**src/rtl/shell_pkg.sv**
```systemverilog
/* Widths, register map and port indices shared by the memory shell
   Register offsets are byte addresses on the 32-bit register port
   WORD_COUNT holds up to twice the memory depth */
package shell_pkg;

  // ----------------------------------------------------------------------
  // Data path and memory
  // ----------------------------------------------------------------------
  localparam int DATA_W     = 32;
  localparam int ADDR_W     = 10;
  localparam int MEM_WORDS  = 1 << ADDR_W;
  localparam int CNT_W      = ADDR_W + 1;

  // ----------------------------------------------------------------------
  // Register path
  // ----------------------------------------------------------------------
  localparam int REG_ADDR_W      = 8;
  localparam int REG_PIPE_STAGES = 2;
  // wr, rd, addr, wdata
  localparam int REQ_PIPE_W      = 2 + REG_ADDR_W + DATA_W;
  // ack, rdata
  localparam int RSP_PIPE_W      = 1 + DATA_W;

  localparam logic [REG_ADDR_W-1:0] REG_CTRL       = 8'h00;
  localparam logic [REG_ADDR_W-1:0] REG_START_ADDR = 8'h04;
  localparam logic [REG_ADDR_W-1:0] REG_WORD_COUNT = 8'h08;
  localparam logic [REG_ADDR_W-1:0] REG_STATUS     = 8'h0C;
  localparam logic [REG_ADDR_W-1:0] REG_SUM_A      = 8'h10;
  localparam logic [REG_ADDR_W-1:0] REG_SUM_B      = 8'h14;

  localparam int CTRL_START_BIT  = 0;
  localparam int STATUS_BUSY_BIT = 0;
  localparam int STATUS_DONE_BIT = 1;

  // Memory requesters
  localparam logic PORT_HOST   = 1'b0;
  localparam logic PORT_KERNEL = 1'b1;

endpackage

```
**src/rtl/mem_arbiter.sv**
```systemverilog
`timescale 1ns/1ps
/* Round-robin arbiter giving the memory to the host port or the kernel
   Grants are combinational from held requests; host wins first after reset
   Read data returns one cycle after the grant to the port that won it */
module mem_arbiter (
  input  logic                         clk,
  input  logic                         sync_rst_n,
  // Host side
  input  logic                         host_req,
  input  logic                         host_we,
  input  logic [shell_pkg::ADDR_W-1:0] host_addr,
  input  logic [shell_pkg::DATA_W-1:0] host_wdata,
  output logic                         host_gnt,
  output logic                         host_rvalid,
  output logic [shell_pkg::DATA_W-1:0] host_rdata,
  // Kernel side, read only
  input  logic                         kern_req,
  input  logic [shell_pkg::ADDR_W-1:0] kern_addr,
  output logic                         kern_gnt,
  output logic                         kern_rvalid,
  output logic [shell_pkg::DATA_W-1:0] kern_rdata,
  // Memory side
  output logic                         mem_en,
  output logic                         mem_we,
  output logic [shell_pkg::ADDR_W-1:0] mem_addr,
  output logic [shell_pkg::DATA_W-1:0] mem_wdata,
  input  logic [shell_pkg::DATA_W-1:0] mem_rdata
);
  import shell_pkg::*;

  logic last_gnt;
  logic host_rd_q;
  logic kern_rd_q;

  // ----------------------------------------------------------------------
  // Grant selection
  // ----------------------------------------------------------------------
  // Host wins unless the kernel is owed the turn
  assign host_gnt = host_req && (!kern_req || last_gnt == PORT_KERNEL);
  assign kern_gnt = kern_req && !host_gnt;

  always_ff @(posedge clk or negedge sync_rst_n)
  begin
    if (!sync_rst_n)
    begin
      last_gnt <= PORT_KERNEL;
    end
    else if (host_gnt)
    begin
      last_gnt <= PORT_HOST;
    end
    else if (kern_gnt)
    begin
      last_gnt <= PORT_KERNEL;
    end
  end

  // Memory command for the winner
  assign mem_en    = host_gnt || kern_gnt;
  assign mem_we    = host_gnt && host_we;
  assign mem_addr  = kern_gnt ? kern_addr : host_addr;
  assign mem_wdata = host_wdata;

  // ----------------------------------------------------------------------
  // Read return routing
  // ----------------------------------------------------------------------
  always_ff @(posedge clk or negedge sync_rst_n)
  begin
    if (!sync_rst_n)
    begin
      host_rd_q <= 1'b0;
      kern_rd_q <= 1'b0;
    end
    else
    begin
      host_rd_q <= host_gnt && !host_we;
      kern_rd_q <= kern_gnt;
    end
  end

  assign host_rvalid = host_rd_q;
  assign kern_rvalid = kern_rd_q;
  assign host_rdata  = host_rd_q ? mem_rdata : '0;
  assign kern_rdata  = kern_rd_q ? mem_rdata : '0;

  a_one_grant: assert property (@(posedge clk) disable iff (!sync_rst_n)
    !(host_gnt && kern_gnt));

  a_gnt_with_req: assert property (@(posedge clk) disable iff (!sync_rst_n)
    (host_gnt |-> host_req) and (kern_gnt |-> kern_req));

  a_host_rvalid: assert property (@(posedge clk) disable iff (!sync_rst_n)
    host_rvalid |-> $past(host_gnt && !host_we));

  // A waiting kernel is served next when the host keeps asking
  a_round_robin: assert property (@(posedge clk) disable iff (!sync_rst_n)
    (host_gnt && kern_req) |=> (host_req && kern_req) |-> kern_gnt);

endmodule

```
**config.mk**
```make
export PLATFORM = sky130hd
export DESIGN_NAME = mem_arbiter
export DESIGN_NICKNAME = d
export VERILOG_FILES = /design/src/rtl/shell_pkg.sv /design/src/rtl/mem_arbiter.sv
export SDC_FILE = /design/constraint.sdc
export NUM_CORES = 1
export LEC_CHECK = 0
export BUFFER_PORTS_ARGS = -buffer_cell sky130_fd_sc_hd__buf_2
export CORE_AREA = 2 2 77 79
export CTS_CLUSTER_DIAMETER = 40
export DETAILED_ROUTE_END_ITERATION = 12
export DIE_AREA = 0 0 79 81
export GPL_TIMING_DRIVEN = 0
export PLACE_DENSITY_LB_ADDON = 0.15
export SYNTH_ARGS = -nofsm -noshare
export SYNTH_HDL_FRONTEND = slang
export SYNTH_SLANG_ARGS = --single-unit
```
**constraint.sdc**
```tcl
create_clock -name clk -period 2.6 [get_ports clk]
set_input_delay 0.26 -clock clk [delete_from_list [all_inputs] [get_ports clk]]
set_output_delay 0.26 -clock clk [all_outputs]
set_load 0.1 [all_outputs]
```
==> flow_summary_export.csv <==
group,metric,value,unit
worst_setup_path,setup.worst_path.start_class,"flip-flop",
sta,slew_viol_final,0,
sta,period_minus_slack,1.879,ns
power_and_ir_drop,p_seq_frac,0.049,
global_routing,grt_pass1_vias,1218,
die,start_util,0.1678,
worst_setup_path,critPathRequiredTime,2.34,ns
worst_setup_path,cp_max_fo,10,
power_and_ir_drop,p_leak,0.001252,uW
synth,synth-edff-count,0,
global_routing,grt_pass1_wl,5.471,mm
finish,layout-drive-gt1-share,0.7306,
sta,clock_skew,0.0001869,ns
routing,viasPerCell,3.742,
power_and_ir_drop,ir_worst_vdd,0.0003150,V
clocking,cts_hold_buf,1,
routing,ant_nets,0,
routing,drc,0,
sta,max_freq,0.5321,GHz
synth,synth_fp_nets,213,
synth,synth_top_area_frac,0.4271,
clocking,clk_pin_slew,0.03,ns
outcome,status,"complete, no violations",
sta,max_slew_margin,0.6682,
routing,drt-total-wl,3.830,mm
finish,fin_nets,387,
worst_setup_path,cp-startpoint,"host_rvalid",
clocking,cts_htree_levels,1,
finish,fillers,631,
global_routing,grt_overflow,0,
power_and_ir_drop,p_sw,873.4,uW
worst_setup_path,r2r-start,"last_gnt",
die,core_area,5675,sq um
synth,ys_types,15,
clocking,postCtsSetupBuffers,0,
routing,post_drt_wl_per_cell,10.30,um
synth,synth_commonest_cells,"65 x and2_1, 32 x buf_4, 9 x mux2_4, 6 x clkbuf_1, 2 x dfrtp_1",
clocking,ctsLongestPathBuffers,2,
die,die-area,6399,sq um
synth,synth_seq_area_share,0.08016,
synth,yosys.cell_count.top_type,"and2_1",
clocking,cts.sinks,3,
finish,syn_to_final_growth,103.9,%
sta,finalHoldViolations,0,
synth,yosys_warnings,0,
die,rows,28,
clocking,clock_latency,0.22,ns
routing,first_pass_iters,4,
synth,avgSynthCellArea,7.679,sq um
worst_hold_path,hold_start,"host_req",
power_and_ir_drop,internal_power,340.1,uW
run,max_cap_viol_count,0,
clocking,cts_tree,"built",
sta,worstMarginPinSlew,0.5011,ns
synth,yosysTopAreaCell,"and2_1",
power_and_ir_drop,clockPowerShare,0.114,
synth,netlist_area,952.2,sq um
die,die_h,81,um
place,port_buffers,168,
synth,synth_cells,124,
clocking,post_cts_resized,0,
synth,synthFlopType,"dfrtp_1",
finish,diodes,0,
clocking,clockRootBuffer,"clkbuf_8",
global_routing,track_usage,0.1067,
clocking,cts_made_buffers,3,
finish,fin_cells,372,
worst_hold_path,hp-class,"input port to flip-flop",
place,gp_congestion,0.7652,
worst_setup_path,arrival,1.62,ns
sta,setup_tns,0,ns
sta,rsz0062_at_grt,"false",
power_and_ir_drop,swShare,0.7197,
worst_setup_path,endpoint_kind,"output pin",
die,ios,201,
routing,drt_iter0_markers,27,
place,dp.cells,367,
sta,layout_worst_path_cycle_share,0.7228,
worst_setup_path,crit_type,"flip-flop to output pin",
worst_setup_path,reg2reg_slack,1.69,ns
synth,ys_top_cells_by_area,"and2_1 43%, buf_4 25%, mux2_4 14%",
die,die_w,79,um
sta,setup_viol,0,
global_routing,antenna_found_initial,0,
routing,vias,1392,
global_routing,grt_max_degree,12,
place,hpwl,3.393,mm
synth,async_flop_share,1.000,
power_and_ir_drop,combPwrFrac,0.837,
power_and_ir_drop,power_density,624.9,nW/um^2
synth,ys_seq_elements,3,
## final timing paths
| check | end | cells after the start |
|---|---|---|
| worst min-delay path | last_gnt | 2 |
| min in group asynchronous | kern_rvalid | 2 |
| max in group asynchronous | last_gnt | 2 |
| worst max register to register | host_rvalid | 2 |
| worst max-delay path | host_rdata[9] | 3 |
| worst min register to register | last_gnt | 2 |
## kinds of logic (layout without fill, tap and decap cells)
logic type,after synthesis,in the layout,synth area share
buffers and inverters,39,212,0.2878
flip-flops,3,3,0.08016
AO/OA/AOI/OAI,2,2,0.01708
AND/OR/NAND/NOR,70,70,0.4612
multiplexers,10,10,0.1537
## critical path: stages, from the launching register on
cell	delay, ns
dfrtp_1	0.42
clkbuf_1	0.36
and2_1	0.19
buf_2	0.42
## metrics by stage
stage          instance area [sq um]  power (uW)  setup WS (ns)  hold WS (ns)  utilization
2_1_floorplan                  952.2       934.6         0.3489      -0.03559            -
5_1_grt                         1942        1257         0.5943        0.2787       0.3422
3_3_place_gp                    1887        1081         0.8983       0.06076       0.3325
6_report                        1942        1213         0.7207        0.2556       0.3422
4_1_cts                         1942        1226         0.6322        0.2444       0.3422
3_5_place_dp                    1887        1080         0.8746       0.06265       0.3325
## cells in the final DEF (no fill, tap or decap)
| master | instances |
|---|---|
| dlygate4sd3_1 | 1 |
| dfrtp_1 | 2 |
| mux2_2 | 1 |
| clkbuf_1 | 7 |
| and2_1 | 65 |
| dfstp_2 | 1 |
| mux2_4 | 9 |
| or2b_1 | 1 |
| or2_2 | 1 |
| buf_4 | 32 |
| a21oi_1 | 1 |
| buf_2 | 168 |
| and3_1 | 1 |
| buf_6 | 1 |
| nor2_1 | 1 |
| a21boi_2 | 1 |
| clkbuf_8 | 3 |
| and3b_1 | 1 |
## final cells by class
cell class,count,area [sq um],area share
buffer,39,274.0,0.1411
clock buffer,4,45.04,0.02320
multi-input combinational,82,601.8,0.3099
sequential,3,76.32,0.03930
tap,75,93.84,0.04832
timing repair buffer,169,850.8,0.4381
## power groups by stage
stage | combinational (uW) | sequential [uW] | clock, uW
global route | 1050 | 61.0 | 148
global placement | 1020 | 60.5 | 0
floorplan | 859 | 75.5 | 0
CTS | 1020 | 60.1 | 145
detailed placement | 1020 | 60.5 | 0
finish | 1020 | 59.5 | 139
## layer usage
layer / up-vias / GRT usage / routed length, um
li1: 693 / - / -
met1: 580 / 0.1059 / 1240
met2: 113 / 0.2246 / 2090
met3: 6 / 0.02333 / 458
met4: 0 / 0.02069 / 41
met5: - / 0 / 0
## state kept, by name, indices dropped and copies added, names as in the netlist
register	cells
last_gnt	1
host_rvalid	1
kern_rvalid	1
Power figures use the tool's default switching activity.
