### config.mk
export PLATFORM = sky130hd
export DESIGN_NAME = fletcher_kernel
export DESIGN_NICKNAME = d
export VERILOG_FILES = /design/src/rtl/shell_pkg.sv /design/src/rtl/fletcher_kernel.sv
export SDC_FILE = /design/constraint.sdc
export NUM_CORES = 1
export LEC_CHECK = 0
export CAP_MARGIN = 20
export CORE_UTILIZATION = 62
export DETAILED_ROUTE_END_ITERATION = 10
export DONT_BUFFER_PORTS = 1
export PLACE_DENSITY = 0.78
export RECOVER_POWER = 50
export SLEW_MARGIN = 30
export SYNTH_ARGS = -nofsm -noshare
export SYNTH_HDL_FRONTEND = slang
export SYNTH_SLANG_ARGS = --single-unit
export TNS_END_PERCENT = 10
### constraint.sdc
create_clock -name clk -period 9.15 [get_ports clk]
set_clock_uncertainty 0.2 [all_clocks]
set_input_delay 0.915 -clock clk [delete_from_list [all_inputs] [get_ports clk]]
set_output_delay 0.915 -clock clk [all_outputs]
set_load 0.01 [all_outputs]
### src/rtl/shell_pkg.sv
/* Widths, register map and port indices shared by the memory shell
   Register offsets are byte addresses on the 32-bit register port
   WORD_COUNT holds up to twice the memory depth */
package shell_pkg;

  // ----------------------------------------------------------------------
  // Data path and memory
  // ----------------------------------------------------------------------
  localparam int DATA_W     = 32;
  localparam int ADDR_W     = 10;
  localparam int MEM_WORDS  = 1 << ADDR_W;
  localparam int CNT_W      = ADDR_W + 1;

  // ----------------------------------------------------------------------
  // Register path
  // ----------------------------------------------------------------------
  localparam int REG_ADDR_W      = 8;
  localparam int REG_PIPE_STAGES = 2;
  // wr, rd, addr, wdata
  localparam int REQ_PIPE_W      = 2 + REG_ADDR_W + DATA_W;
  // ack, rdata
  localparam int RSP_PIPE_W      = 1 + DATA_W;

  localparam logic [REG_ADDR_W-1:0] REG_CTRL       = 8'h00;
  localparam logic [REG_ADDR_W-1:0] REG_START_ADDR = 8'h04;
  localparam logic [REG_ADDR_W-1:0] REG_WORD_COUNT = 8'h08;
  localparam logic [REG_ADDR_W-1:0] REG_STATUS     = 8'h0C;
  localparam logic [REG_ADDR_W-1:0] REG_SUM_A      = 8'h10;
  localparam logic [REG_ADDR_W-1:0] REG_SUM_B      = 8'h14;

  localparam int CTRL_START_BIT  = 0;
  localparam int STATUS_BUSY_BIT = 0;
  localparam int STATUS_DONE_BIT = 1;

  // Memory requesters
  localparam logic PORT_HOST   = 1'b0;
  localparam logic PORT_KERNEL = 1'b1;

endpackage

### src/rtl/fletcher_kernel.sv
`timescale 1ns/1ps
/* Fletcher-style checksum kernel with its register file
   START_ADDR keeps ADDR_W bits and WORD_COUNT keeps CNT_W bits of a write
   Reads wrap at the end of memory; a start while busy is ignored */
module fletcher_kernel (
  input  logic                             clk,
  input  logic                             sync_rst_n,
  // Register port
  input  logic                             reg_wr,
  input  logic                             reg_rd,
  input  logic [shell_pkg::REG_ADDR_W-1:0] reg_addr,
  input  logic [shell_pkg::DATA_W-1:0]     reg_wdata,
  output logic                             reg_ack,
  output logic [shell_pkg::DATA_W-1:0]     reg_rdata,
  // Memory read port
  output logic                             kern_req,
  output logic [shell_pkg::ADDR_W-1:0]     kern_addr,
  input  logic                             kern_gnt,
  input  logic                             kern_rvalid,
  input  logic [shell_pkg::DATA_W-1:0]     kern_rdata
);
  import shell_pkg::*;

  logic [ADDR_W-1:0] start_addr;
  logic [CNT_W-1:0]  word_count;
  logic              busy;
  logic              done;
  logic              start;
  logic [ADDR_W-1:0] rd_addr;
  logic [CNT_W-1:0]  issue_left;
  logic [CNT_W-1:0]  recv_left;
  logic [DATA_W-1:0] sum_a;
  logic [DATA_W-1:0] sum_b;
  logic [DATA_W-1:0] sum_a_next;
  logic [DATA_W-1:0] rd_word;

  // ----------------------------------------------------------------------
  // Register file
  // ----------------------------------------------------------------------
  assign start = reg_wr && (reg_addr == REG_CTRL) && reg_wdata[CTRL_START_BIT] && !busy;

  always_ff @(posedge clk or negedge sync_rst_n)
  begin
    if (!sync_rst_n)
    begin
      start_addr <= '0;
      word_count <= '0;
    end
    else if (reg_wr)
    begin
      if (reg_addr == REG_START_ADDR)
      begin
        start_addr <= reg_wdata[ADDR_W-1:0];
      end
      if (reg_addr == REG_WORD_COUNT)
      begin
        word_count <= reg_wdata[CNT_W-1:0];
      end
    end
  end

  always_comb
  begin
    rd_word = '0;
    case (reg_addr)
      REG_START_ADDR: rd_word = DATA_W'(start_addr);
      REG_WORD_COUNT: rd_word = DATA_W'(word_count);
      REG_STATUS:
      begin
        rd_word[STATUS_BUSY_BIT] = busy;
        rd_word[STATUS_DONE_BIT] = done;
      end
      REG_SUM_A:      rd_word = sum_a;
      REG_SUM_B:      rd_word = sum_b;
      // CTRL and unmapped offsets read as zero
      default:        rd_word = '0;
    endcase
  end

  // Ack one cycle after the strobe, zero data on writes
  always_ff @(posedge clk or negedge sync_rst_n)
  begin
    if (!sync_rst_n)
    begin
      reg_ack   <= 1'b0;
      reg_rdata <= '0;
    end
    else
    begin
      reg_ack   <= reg_wr || reg_rd;
      reg_rdata <= reg_rd ? rd_word : '0;
    end
  end

  // ----------------------------------------------------------------------
  // Read engine
  // ----------------------------------------------------------------------
  // Requests run ahead of returns; the arbiter keeps them in order
  assign kern_req   = busy && (issue_left != '0);
  assign kern_addr  = rd_addr;
  assign sum_a_next = sum_a + kern_rdata;

  always_ff @(posedge clk or negedge sync_rst_n)
  begin
    if (!sync_rst_n)
    begin
      busy       <= 1'b0;
      done       <= 1'b0;
      rd_addr    <= '0;
      issue_left <= '0;
      recv_left  <= '0;
      sum_a      <= '0;
      sum_b      <= '0;
    end
    else if (start)
    begin
      busy       <= 1'b1;
      done       <= 1'b0;
      rd_addr    <= start_addr;
      issue_left <= word_count;
      recv_left  <= word_count;
      sum_a      <= '0;
      sum_b      <= '0;
    end
    else if (busy)
    begin
      if (kern_gnt)
      begin
        rd_addr    <= rd_addr + ADDR_W'(1);
        issue_left <= issue_left - CNT_W'(1);
      end
      if (kern_rvalid)
      begin
        sum_a     <= sum_a_next;
        sum_b     <= sum_b + sum_a_next;
        recv_left <= recv_left - CNT_W'(1);
      end
      // All words back
      if (recv_left == '0)
      begin
        busy <= 1'b0;
        done <= 1'b1;
      end
    end
  end

  a_ack_only_after_strobe: assert property (@(posedge clk) disable iff (!sync_rst_n)
    reg_ack |-> $past(reg_wr || reg_rd));

  a_addr_held: assert property (@(posedge clk) disable iff (!sync_rst_n)
    (kern_req && !kern_gnt) |=> kern_req && $stable(kern_addr));

  // Returned words always belong to the current run
  a_rvalid_in_run: assert property (@(posedge clk) disable iff (!sync_rst_n)
    kern_rvalid |-> busy && (recv_left != '0));

endmodule

==> impl_metrics.env <==
export IMPL_ant_nets=0
export IMPL_async_flop_share=1.00
export IMPL_hpwl_um=17300
export IMPL_cp_start_kind="primary input"
export IMPL_ir_drop_mv=0.366
export IMPL_cap_viol_max_count=0
export IMPL_synth_cell_type_count=80
export IMPL_antenna_found_initial=0
export IMPL_synth_xor_area_frac=0.0504
export IMPL_hold_violations=0
export IMPL_grt_max_degree=153
export IMPL_endpoint_kind="register"
export IMPL_cp_top_family="compound AO/OA/AOI/OAI gates"
export IMPL_netlist_instances=1059
export IMPL_ys_seq_area_frac=0.391
export IMPL_synth_ff_latch_count=152
export IMPL_grt_pass1_wl_um=40400
export IMPL_place_inst=1231
export IMPL_synth_cell_area_mm2=0.00974
export IMPL_start_util=0.638
export IMPL_dr_pass1_iters=5
export IMPL_grt_pass1_vias=7769
export IMPL_yosysTopAreaCell="dfrtp_1"
export IMPL_diodes=0
export IMPL_switching_share=0.460
export IMPL_fin_nets=1187
export IMPL_drive_gt1_frac=0.0798
export IMPL_grt_ovfl_total=0
export IMPL_power_density_mw_per_mm2=439
export IMPL_hold_buffers=1
export IMPL_area_growth_pct=7.64
export IMPL_p_comb_frac=0.604
export IMPL_post_route_period_util=0.592
export IMPL_portBuffers=0
export IMPL_ctsLongestPathBuffers=2
export IMPL_critPathRequiredTime_ps=9270
export IMPL_numCtsBuffers=17
export IMPL_cpPeakStageDelay_ps=500
export IMPL_viasPerCell=6.54
export IMPL_tightest_slew_ps=934
export IMPL_num_io_pins=122
export IMPL_post_cts_buffers=0
export IMPL_synthTopCellsByArea="dfrtp_1 39%, ha_1 8.6%, nand2_1 5.0%, o21ai_0 4.0%, nor2_1 3.1%"
export IMPL_drt_iter0_markers=710
export IMPL_p_seq_frac=0.234
export IMPL_synth_area_mux_share=0.0491
export IMPL_p_clk_frac=0.162
export IMPL_synth_ff_type="dfrtp_1"
export IMPL_final_instance_count_excl_fill=1264
export IMPL_clockRootBuffer="clkbuf_16"
export IMPL_die_area_mm2=0.0162
export IMPL_wl_um=25100
export IMPL_globalplace_congestion=0.902
export IMPL_path_class="primary input to register"
export IMPL_synth_avg_cell_area_um2=9.20
export IMPL_yosysMostFrequentCell="dfrtp_1"
export IMPL_netlist_top_cells_count="152 x dfrtp_1, 130 x nand2_1, 81 x nor2_1"
export IMPL_max_clock_freq_ghz=0.184
export IMPL_synth_edf_count=0
export IMPL_total_leakage_power_nw=4.85
export IMPL_grt_usage=0.320
export IMPL_post_cts_resized=0
export IMPL_syn_num_nets=1206
export IMPL_core_area_mm2=0.0153
export IMPL_die_x_um=127
export IMPL_setup_viol=0
export IMPL_rr_worst_depth=20
export IMPL_synth_top_family_by_area="compound AO/OA/AOI/OAI gates"
export IMPL_fin_tns_setup_ps=0
export IMPL_cp_depth=20
export IMPL_cts_tree="done"
export IMPL_p_sw_w=0.00212
export IMPL_drv_slew=0
export IMPL_crit_arrival_ps=5540
export IMPL_critPathMaxFanout=6
export IMPL_clkSlewWorstSetupHoldPaths_ps=70
export IMPL_drc_errors=0
export IMPL_h_tree_depth=4
export IMPL_min_path_type="primary input to asynchronous set/reset pin"
export IMPL_clk_latency_ps=430
export IMPL_yosys_area_share_adder=0.0902
export IMPL_crit_path_top_delay_cell="o31ai_1"
export IMPL_status="finished, final reports clean"
export IMPL_ys_warnings_count=0
export IMPL_rsz0062_at_grt="no"
export IMPL_p_int_w=0.00249
export IMPL_synth_compound_area_share=0.223
export IMPL_die_h_um=127
export IMPL_wire_per_inst_um=19.8
export IMPL_min_period_ps=5420
export IMPL_critPathBufInv=1
export IMPL_max_slew_margin=0.376
export IMPL_cp_cell_sequence="ha_1 > inv_1 > fa_1 > nor2b_1 > o31a_1 > o311ai_1 > o31ai_1 > a21o_1 > a41oi_2 > o21bai_1 > xor2_1 > ha_1 > nand2_1 > o21ai_0 > or3b_2 > o221ai_2 > o21ai_1 > xor2_1 > o31ai_1 > a31o_1"
export IMPL_cts_sinks=152
export IMPL_rows=45
export IMPL_synthSimpleGateAreaFrac=0.163
export IMPL_via_count=8270
export IMPL_synthDominantCellAreaShare=0.391
final cells by class:
type | instances | area, um^2
clock buffers | 18 | 429
clock inverters | 14 | 189
fillers | 1184 | 4770
inverters | 30 | 113
multi-input cells | 831 | 5610
flip-flops and latches | 152 | 3800
well taps | 211 | 264
repair buffers | 8 | 80.1
placed cells by master, fill, tap and decap left out, types with 9 or more instances in the layout:
master	Yosys	routed
o21ai_0	78	78
mux2_2	22	22
nand3_1	48	48
nor3_1	14	14
o21bai_1	11	11
nand2b_1	13	13
dfrtp_1	152	152
clkbuf_16	0	17
inv_1	30	30
nor2_1	81	80
a31oi_1	9	9
a21o_1	29	29
a21oi_1	53	53
a22oi_1	11	11
xnor2_1	34	34
o211ai_1	17	17
nand2_1	130	129
a221oi_1	9	9
mux2i_1	23	23
xor2_1	22	22
ha_1	67	67
power groups by stage:
stage / Clock (W) / Sequential [W] / Combinational, W
after CTS: 0.000751 / 0.00107 / 0.00274
after detailed placement: 0 / 0.00108 / 0.00269
after global placement: 0 / 0.00107 / 0.00264
after global routing: 0.000777 / 0.00110 / 0.00310
after floorplan: 0 / 0.00101 / 0.00224
final: 0.000746 / 0.00108 / 0.00278
per-layer routing:
metal / vias to the layer above / global-route usage / part of all wire
met5: - / 0 / 0
met3: 49 / 0.0683 / 0.070
met2: 323 / 0.486 / 0.46
met1: 4048 / 0.456 / 0.45
met4: 0 / 0.108 / 0.022
li1: 3850 / - / -
through the flow:
stage | utilization | power, W | setup WS, ps | hold slack, ps | area, um^2
2_1_floorplan | - | 0.00324 | 4220 | 260 | 9740
4_1_cts | 0.687 | 0.00456 | 3820 | 304 | 10500
3_3_place_gp | 0.645 | 0.00371 | 3450 | 278 | 9840
3_5_place_dp | 0.645 | 0.00377 | 3370 | 293 | 9840
5_1_grt | 0.687 | 0.00498 | 3440 | 336 | 10500
6_report | 0.687 | 0.00460 | 3730 | 235 | 10500
flip-flops by register name, indices dropped and copies added, names as in the netlist:
register    cells
busy            1
done            1
issue_left     11
kern_addr      10
recv_left      11
reg_ack         1
reg_rdata      32
start_addr     10
sum_a          32
sum_b          32
word_count     11
kinds of logic (layout without fill, tap and decap cells):
| kind of cell | Yosys count | in the layout |
|---|---|---|
| fa+ha+maj | 69 | 69 |
| simple gates | 344 | 344 |
| xor+xnor | 56 | 56 |
| mux | 45 | 45 |
| buf+inv | 76 | 70 |
| compound gates | 317 | 317 |
| flops | 152 | 152 |
worst paths after layout:
path / from / end / slack, ps
worst min register to register: issue_left[7] / issue_left[7] / 300
worst min-delay path: sync_rst_n / issue_left[10] / 230
max in group asynchronous: sync_rst_n / reg_rdata[11] / 7830
min in group clk: issue_left[7] / issue_left[7] / 300
worst max-delay path: kern_rdata[0] / sum_b[31] / 3730
worst max register to register: sum_a[0] / sum_b[31] / 3800
(Power assumes the default switching activity.)
