`config.mk`:
```
export PLATFORM = sky130hd
export DESIGN_NAME = cmd_pipe
export DESIGN_NICKNAME = d
export VERILOG_FILES = /design/src/rtl/cmd_pipe.sv
export SDC_FILE = /design/constraint.sdc
export NUM_CORES = 1
export LEC_CHECK = 0
export BUFFER_PORTS_ARGS = -buffer_cell sky130_fd_sc_hd__buf_2
export CAP_MARGIN = 20
export CELL_PAD_IN_SITES_DETAIL_PLACEMENT = 0
export CELL_PAD_IN_SITES_GLOBAL_PLACEMENT = 1
export CORE_UTILIZATION = 31
export DETAILED_ROUTE_END_ITERATION = 8
export GPL_TIMING_DRIVEN = 0
export PLACE_DENSITY = 0.74
export SLEW_MARGIN = 0
export SYNTH_ARGS = -nofsm -noshare
export SYNTH_HDL_FRONTEND = slang
export SYNTH_SLANG_ARGS = --single-unit
```
`constraint.sdc`:
```
create_clock -name clk -period 0.8 [get_ports clk]
set_clock_uncertainty 0.15 [all_clocks]
set_input_delay 0.04 -clock clk [delete_from_list [all_inputs] [get_ports clk]]
set_output_delay 0.04 -clock clk [all_outputs]
set_load 0.02 [all_outputs]
```
`src/rtl/cmd_pipe.sv`:
```
`timescale 1ns/1ps
/* Fixed-depth register pipeline for strobe bundles
   Every stage clears on reset so strobes come out low
   STAGES must be at least 1 */
module cmd_pipe #(
  parameter int WIDTH  = 8,
  parameter int STAGES = 2
) (
  input  logic             clk,
  input  logic             sync_rst_n,
  input  logic [WIDTH-1:0] in_bus,
  output logic [WIDTH-1:0] out_bus
);

  logic [WIDTH-1:0] stage_q [STAGES];

  always_ff @(posedge clk or negedge sync_rst_n)
  begin
    if (!sync_rst_n)
    begin
      for (int i = 0; i < STAGES; i++)
      begin
        stage_q[i] <= '0;
      end
    end
    else
    begin
      stage_q[0] <= in_bus;
      // Shift toward the output end
      for (int i = 1; i < STAGES; i++)
      begin
        stage_q[i] <= stage_q[i-1];
      end
    end
  end

  assign out_bus = stage_q[STAGES-1];

endmodule

```
==> results of run 1 <==
cell families after synthesis:
logic type | after synthesis | synth area share
buffers and inverters | 8 | 0.130
DFF | 16 | 0.870
worst max-delay path by stage:
| stage | endpoint | slack [ns] | cells after the start |
|---|---|---|---|
| floorplan | out_bus[0] | 0.13 | 1 |
| global placement | out_bus[3] | 0.008 | 2 |
| detailed placement | out_bus[6] | 0.0002 | 2 |
| CTS | out_bus[3] | -0.18 | 1 |
| global route | out_bus[6] | -0.23 | 1 |
| finish | out_bus[6] | -0.17 | 1 |
metal layers:
layer	vias up	share of wire
met1	97	0.40
met2	10	0.55
met3	0	0.042
met5	-	0
met4	0	0
li1	107	-
flip-flops by register name, summed over array words and instances (netlist names):
signal   cells
out_bus      8
stage_q      8
layout make-up:
| class | count | area share |
|---|---|---|
| flip-flops and latches | 16 | 0.600 |
| repair buffers | 26 | 0.338 |
| clock buffers | 3 | 0.0338 |
| well taps | 15 | 0.0281 |
stage by stage:
| stage | worst slack [ns] | power, W |
|---|---|---|
| 3_5_place_dp | 0.000224 | 0.000985 |
| 3_3_place_gp | 0.00796 | 0.000982 |
| 4_1_cts | -0.184 | 0.00140 |
| 2_1_floorplan | 0.128 | 0.000930 |
| 5_1_grt | -0.232 | 0.00145 |
| 6_report | -0.171 | 0.00138 |
cell usage after synthesis, drive strengths merged:
cell   number  area [um2]
buf         8        60.1
dfrtp      16         400
timing repair:
item / CTS / global route
resized for setup: 16 / 0
endpoints found under the setup margin: 8 / 8
hold buffers: 9 / 0
hold endpoints to repair: 24 / 0
power groups by stage:
stage / clock, W / combinational [W] / sequential (W)
4_1_cts: 0.000393 / 0.000140 / 0.000863
6_report: 0.000376 / 0.000139 / 0.000862
3_5_place_dp: 0 / 0.000111 / 0.000874
3_3_place_gp: 0 / 0.000109 / 0.000873
2_1_floorplan: 0 / 0.0000579 / 0.000872
5_1_grt: 0.000436 / 0.000150 / 0.000868
==> metrics.yaml, run 1 <==
run_status:
  outcome: "complete, but fails checks"
  violations: "negative setup slack"
power:
  seq_power_share: 0.626
  ir_drop_v: 0.000857
  comb_power_share: 0.101
  p_leak_nw: 0.322
  p_sw_w: 0.000273
  power_density_nw_per_um2: 2070
  p_int_w: 0.00110
  swShare: 0.198
  p_clk_frac: 0.273
placed_design:
  placed_area_um2: 564
  port_buffers: 17
  place_inst: 56
  gp_congestion: 0.560
cells_and_area:
  postLayoutCellArea_um2: 667
  final_cell_mix: "16 x dfrtp_1, 9 x dlygate4sd3_1, 9 x buf_2, 8 x buf_6, 3 x clkbuf_4"
  syn_to_final_growth_pct: 44.8
  multi_input_area_um2: 0
  instances_no_fill: 60
  n_antenna_cell: 0
  finish.utilization: 0.500
  fin_nets: 57
  layout-drive-gt1-share: 0.444
  register_area_um2: 400
  nFillCells: 113
  layout_commonest_cell: "dfrtp_1"
  multi_input_cells: 0
grt:
  gr-usage-met3: 0.0333
  antenna_found_initial: 0
  grtUsageTotal: 0.0922
  use_met1: 0.115
  grt_remaining_overflow: 0
  grt_busiest_layer: "met4"
  grt_pass1_vias: 186
  grt_first_pass_wirelength_um: 841
  grt_max_degree: 17
  grtUsageMet2: 0.103
hold_path:
  hold_path.class: "in -> async"
routing:
  route.vias.total: 214
  drcViolationCount: 0
  drt-vias-per-instance: 3.57
  wl_per_cell_um: 9.17
  routed_wl_um: 550
  antenna_left: 0
  firstDrtPassIters: 2
  drt_iter0_drc: 2
setup_path:
  cp.required_ns: 0.61
  cp-start-kind: "flip-flop"
  crit_chain: "buf_6"
  rrSetupSlack_ns: 0.17
  slowest_delay_ns: 0.38
  path_buf_inv: 1
  critPathLaunch: "out_bus[6]"
  slowest_stage: "dfrtp_1"
  crit_family: "flip-flops"
  ff2ff_path_depth: 0
  worstReg2RegStart: "stage_q[13]"
  crit_arrival_ns: 0.78
  critPathCaptureType: "output pin"
  worstSetupPathType: "reg -> out"
  crit_fanout: 1
  r2r-end: "out_bus[5]"
cts:
  post-cts-setup-buffers: 0
  cts-root-buf: "clkbuf_4"
  cts_buffers: 3
  cts_tree: "built"
  worstSkewPairLatency_ns: 0.27
  h-tree-depth: 1
  cts_num_sinks: 16
  path_clk_slew_ns: 0.08
  cts_max_path_buffers: 2
sta:
  whs_ns: 0.0434
  fin_tns_setup_ns: -1.33
  fmaxAchievable_ghz: 1.03
  min_period_over_period: 1.21
  tightest_slew_ns: 0.323
  slew_headroom: 0.785
  layout_setup_ws_ns: -0.171
  min_period_ns: 0.971
  drv_slew: 0
  setup_violations: 8
  rsz0062_at_grt: "true"
  hold_viol: 0
floorplanning:
  core_area_um2: 1330
  initial_utilization: 0.345
  ios: 18
  dieArea_um2: 1640
  fp-row-count: 13
  die_y_um: 40.5
  die_w_um: 40.5
logic_synthesis:
  yosysWarningCount: 0
  netlist_area_um2: 460
  synth_fp_nets: 34
  ys_seq_elements: 16
  syn_avg_cell_area_um2: 19.2
  ys_seq_area_frac: 0.870
  postSynthCellCount: 24
  synth.distinct_cells: 2
run:
  maxCapViolCount: 0
(Power assumes the default switching activity.)
==> inputs of run 2 (changes only) <==
ABC_AREA = 1   (was unset)
CORE_UTILIZATION = 34   (was 31)
PLACE_DENSITY = 0.77   (was 0.74)
clock period = 0.9 ns   (was 0.8 ns; I/O delays follow)
==> metrics.yaml, run 2 (synthesis results as in run 1) <==
floorplanning:
  initial_utilization: 0.388
  die_w_um: 38.8
  ios: 18
  core_area_um2: 1190
  die_y_um: 38.8
  fp-row-count: 12
  dieArea_um2: 1510
grt:
  grt_pass1_vias: 231
  grt_first_pass_wirelength_um: 855
  antenna_found_initial: 0
  grt_remaining_overflow: 0
  grt_max_degree: 17
  grtUsageTotal: 0.0910
power:
  ir_drop_v: 0.000753
  p_leak_nw: 0.322
  power.total_w: 0.00121
  power_density_nw_per_um2: 1820
cells_and_area:
  layout_commonest_cell: "dfrtp_1"
  multi_input_cells: 0
  fin_nets: 57
  n_antenna_cell: 0
  multi_input_area_um2: 0
  syn_to_final_growth_pct: 44.6
  final_cell_mix: "16 x dfrtp_1, 9 x dlygate4sd3_1, 9 x buf_2, 8 x buf_6, 3 x clkbuf_4"
  layout-drive-gt1-share: 0.444
cts:
  worstSkewPairLatency_ns: 0.26
  cts-root-buf: "clkbuf_4"
  cts_max_path_buffers: 2
  cts_tree: "built"
  cts_num_sinks: 16
  path_clk_slew_ns: 0.08
  cts_buffers: 3
  h-tree-depth: 1
placed_design:
  gp_congestion: 0.622
  dp_slack_ns: 0.0857
  port_buffers: 17
sta:
  layout_setup_ws_ns: -0.0728
  rsz0062_at_grt: "true"
  setup_violations: 8
  min_period_ns: 0.973
  fmaxAchievable_ghz: 1.03
  min_period_over_period: 1.08
  tightest_slew_ns: 0.314
  drv_slew: 0
  hold_viol: 0
  slew_headroom: 0.791
setup_path:
  r2r-end: "out_bus[0]"
  path_buf_inv: 1
  ff2ff_path_depth: 0
  worstReg2RegStart: "stage_q[8]"
  critPathCaptureType: "output pin"
  crit_arrival_ns: 0.78
  cp.required_ns: 0.70
  crit_fanout: 1
  crit_family: "flip-flops"
  slowest_stage: "dfrtp_1"
  cp-start-kind: "flip-flop"
  slowest_delay_ns: 0.38
  rrSetupSlack_ns: 0.28
  crit_chain: "buf_6"
  crit_cells: 1
  worstSetupPathType: "reg -> out"
routing:
  route.vias.total: 224
  wl_met1_um: 192
  wl_per_cell_um: 8.92
  dr.max_layer_used: "met3"
  drcViolationCount: 0
  firstDrtPassIters: 2
  drt-vias-per-instance: 3.80
  drt_iter0_drc: 1
  antenna_left: 0
  met2_length_um: 301
  wl_met3_um: 32
  routed_wl_um: 526
run_status:
  violations: "negative setup slack"
  outcome: "complete, but fails checks"
hold_path:
  hold_path.class: "in -> async"
run:
  maxCapViolCount: 0
==> run 2: power by group <==
group / internal [W] / total (W) / switching (W)
logic: 0.0000726 / 0.000122 / 0.0000496
registers: 0.000754 / 0.000767 / 0.0000129
clock network: 0.000154 / 0.000325 / 0.000171
total: 0.000981 / 0.00121 / 0.000233
==> run 2: area by class of cell <==
cell class,count,area [um2]
Clock buffer,3,22.5
Fill cell,106,520
Sequential cell,16,400
Tap cell,14,17.5
Timing Repair Buffer,26,225
==> run 2: worst max-delay path by stage <==
stage | start | endpoint
final | out_bus[5] | out_bus[5]
after global routing | out_bus[7] | out_bus[7]
after CTS | out_bus[5] | out_bus[5]
after detailed placement | out_bus[5] | out_bus[5]
after global placement | out_bus[0] | out_bus[0]
after floorplan | out_bus[0] | out_bus[0]
==> run 2: layer usage <==
metal / vias to the layer above / GRT usage
met5: - / 0
met4: 0 / 0.0776
met3: 0 / 0.0173
met2: 15 / 0.154
met1: 101 / 0.0949
li1: 108 / -
==> run 2: timing repair <==
item	in CTS	in global routing
setup buffers	0	0
hold buffers	9	0
endpoints found under the hold margin	24	0
endpoints found under the setup margin	8	8
resized for setup	16	0
cloned	0	0
==> run 2: per-stage QoR <==
step | TNS (ns) | utilization | area [um2] | hold WS, ns | cells
final | -0.530 | 0.561 | 666 | 0.0482 | 59
after global routing | -0.838 | 0.561 | 666 | 0.0641 | 59
after CTS | -0.659 | 0.561 | 666 | 0.0600 | 59
after detailed placement | 0 | 0.475 | 563 | -0.196 | 55
after global placement | 0 | 0.475 | 563 | -0.205 | 55
after floorplan | 0 | - | 460 | -0.401 | 24
==> inputs of run 3 (changes only) <==
GPL_TIMING_DRIVEN = unset   (was 0)
==> metrics.yaml, run 3 (synthesis results as in run 1) <==
cells_and_area:
  finish.utilization: 0.561
  multi_input_cells: 0
  layout_commonest_cell: "dfrtp_1"
  n_antenna_cell: 0
  layout-drive-gt1-share: 0.444
  fin_nets: 57
  syn_to_final_growth_pct: 44.6
  final_cell_mix: "16 x dfrtp_1, 9 x dlygate4sd3_1, 9 x buf_2, 8 x buf_6, 3 x clkbuf_4"
  multi_input_area_um2: 0
  instances_no_fill: 59
power:
  ir_drop_v: 0.000832
  power_density_nw_per_um2: 1830
  p_leak_nw: 0.322
setup_path:
  worstSetupPathType: "reg -> out"
  cp-start-kind: "flip-flop"
  r2r-end: "out_bus[1]"
  rrSetupSlack_ns: 0.28
  crit_fanout: 1
  critPathLaunch: "out_bus[4]"
  slowest_stage: "dfrtp_1"
  crit_chain: "buf_6"
  cp.required_ns: 0.70
  critPathCaptureType: "output pin"
  crit_arrival_ns: 0.77
  ff2ff_path_depth: 0
  crit_family: "flip-flops"
  path_buf_inv: 1
  worstReg2RegStart: "stage_q[9]"
  slowest_delay_ns: 0.38
sta:
  rsz0062_at_grt: "true"
  min_period_ns: 0.968
  tightest_slew_ns: 0.312
  layout_setup_ws_ns: -0.0681
  hold_viol: 0
  drv_slew: 0
  fmaxAchievable_ghz: 1.03
  setup_violations: 8
  fin_tns_setup_ns: -0.521
  slew_headroom: 0.792
  min_period_over_period: 1.08
  whs_ns: 0.0461
grt:
  grt_max_degree: 17
  grt_first_pass_wirelength_um: 710
  grt_pass1_vias: 186
  grtUsageTotal: 0.0723
  antenna_found_initial: 0
  grt_remaining_overflow: 0
routing:
  wl_per_cell_um: 7.93
  drt-vias-per-instance: 3.86
  routed_wl_um: 468
  drt_iter0_drc: 3
  antenna_left: 0
  firstDrtPassIters: 2
  route.vias.total: 228
  drcViolationCount: 0
cts:
  cts_num_sinks: 16
  cts_tree: "built"
  cts_buffers: 3
  cts_max_path_buffers: 2
  post-cts-setup-buffers: 0
  worstSkewPairLatency_ns: 0.26
  path_clk_slew_ns: 0.07
  cts-root-buf: "clkbuf_4"
  h-tree-depth: 1
floorplanning:
  dieArea_um2: 1510
  initial_utilization: 0.388
  fp-row-count: 12
  die_w_um: 38.8
  ios: 18
  die_y_um: 38.8
  core_area_um2: 1190
placed_design:
  gp_congestion: 0.619
  port_buffers: 17
  place_inst: 47
hold_path:
  hold_path.class: "in -> async"
run_status:
  outcome: "complete, but fails checks"
  violations: "negative setup slack"
run:
  maxCapViolCount: 0
-- run 3: cell counts in the layout (fill, tap and decap cells not counted) --
No cell type changed its count.
-- run 3: worst max-delay path by stage --
stage | to | slack [ns] | cells after the start
3_3_place_gp | out_bus[7] | 0.22 | 1
2_1_floorplan | out_bus[0] | 0.22 | 1
5_1_grt | out_bus[3] | -0.11 | 1
4_1_cts | out_bus[6] | -0.08 | 1
6_report | out_bus[4] | -0.07 | 1
3_5_place_dp | out_bus[6] | 0.21 | 1
-- run 3: timing repair --
item                                   in CTS  in global routing
endpoints found under the hold margin      24                  0
resized for setup                          16                  0
hold buffers                                9                  0
setup endpoints to repair                   8                  8
pin swaps                                   0                  0
-- run 3: power by group --
part / switching, W / total [W] / internal, W
clock: 0.000172 / 0.000327 / 0.000154
sequential: 0.0000120 / 0.000766 / 0.000754
combinational: 0.0000498 / 0.000122 / 0.0000727
-- run 3: layout make-up --
| cell class | count | area (um2) |
|---|---|---|
| Tap cell | 14 | 17.5 |
| Fill cell | 102 | 520 |
| Clock buffer | 3 | 22.5 |
| Timing Repair Buffer | 26 | 225 |
| Sequential cell | 16 | 400 |
-- run 3: stage by stage --
stage / setup WS, ns / total power [W] / area (um2)
global placement: 0.218 / 0.000847 / 503
CTS: -0.0843 / 0.00123 / 666
floorplan: 0.223 / 0.000827 / 460
global route: -0.114 / 0.00128 / 666
detailed placement: 0.209 / 0.000851 / 503
finish: -0.0681 / 0.00122 / 666
-- run 3: per-layer routing --
layer,vias up,share of wire,track usage
li1,108,-,-
met1,105,0.39,0.0870
met2,15,0.50,0.113
met3,0,0.10,0.0173
met4,0,0,0.0517
met5,-,0,0
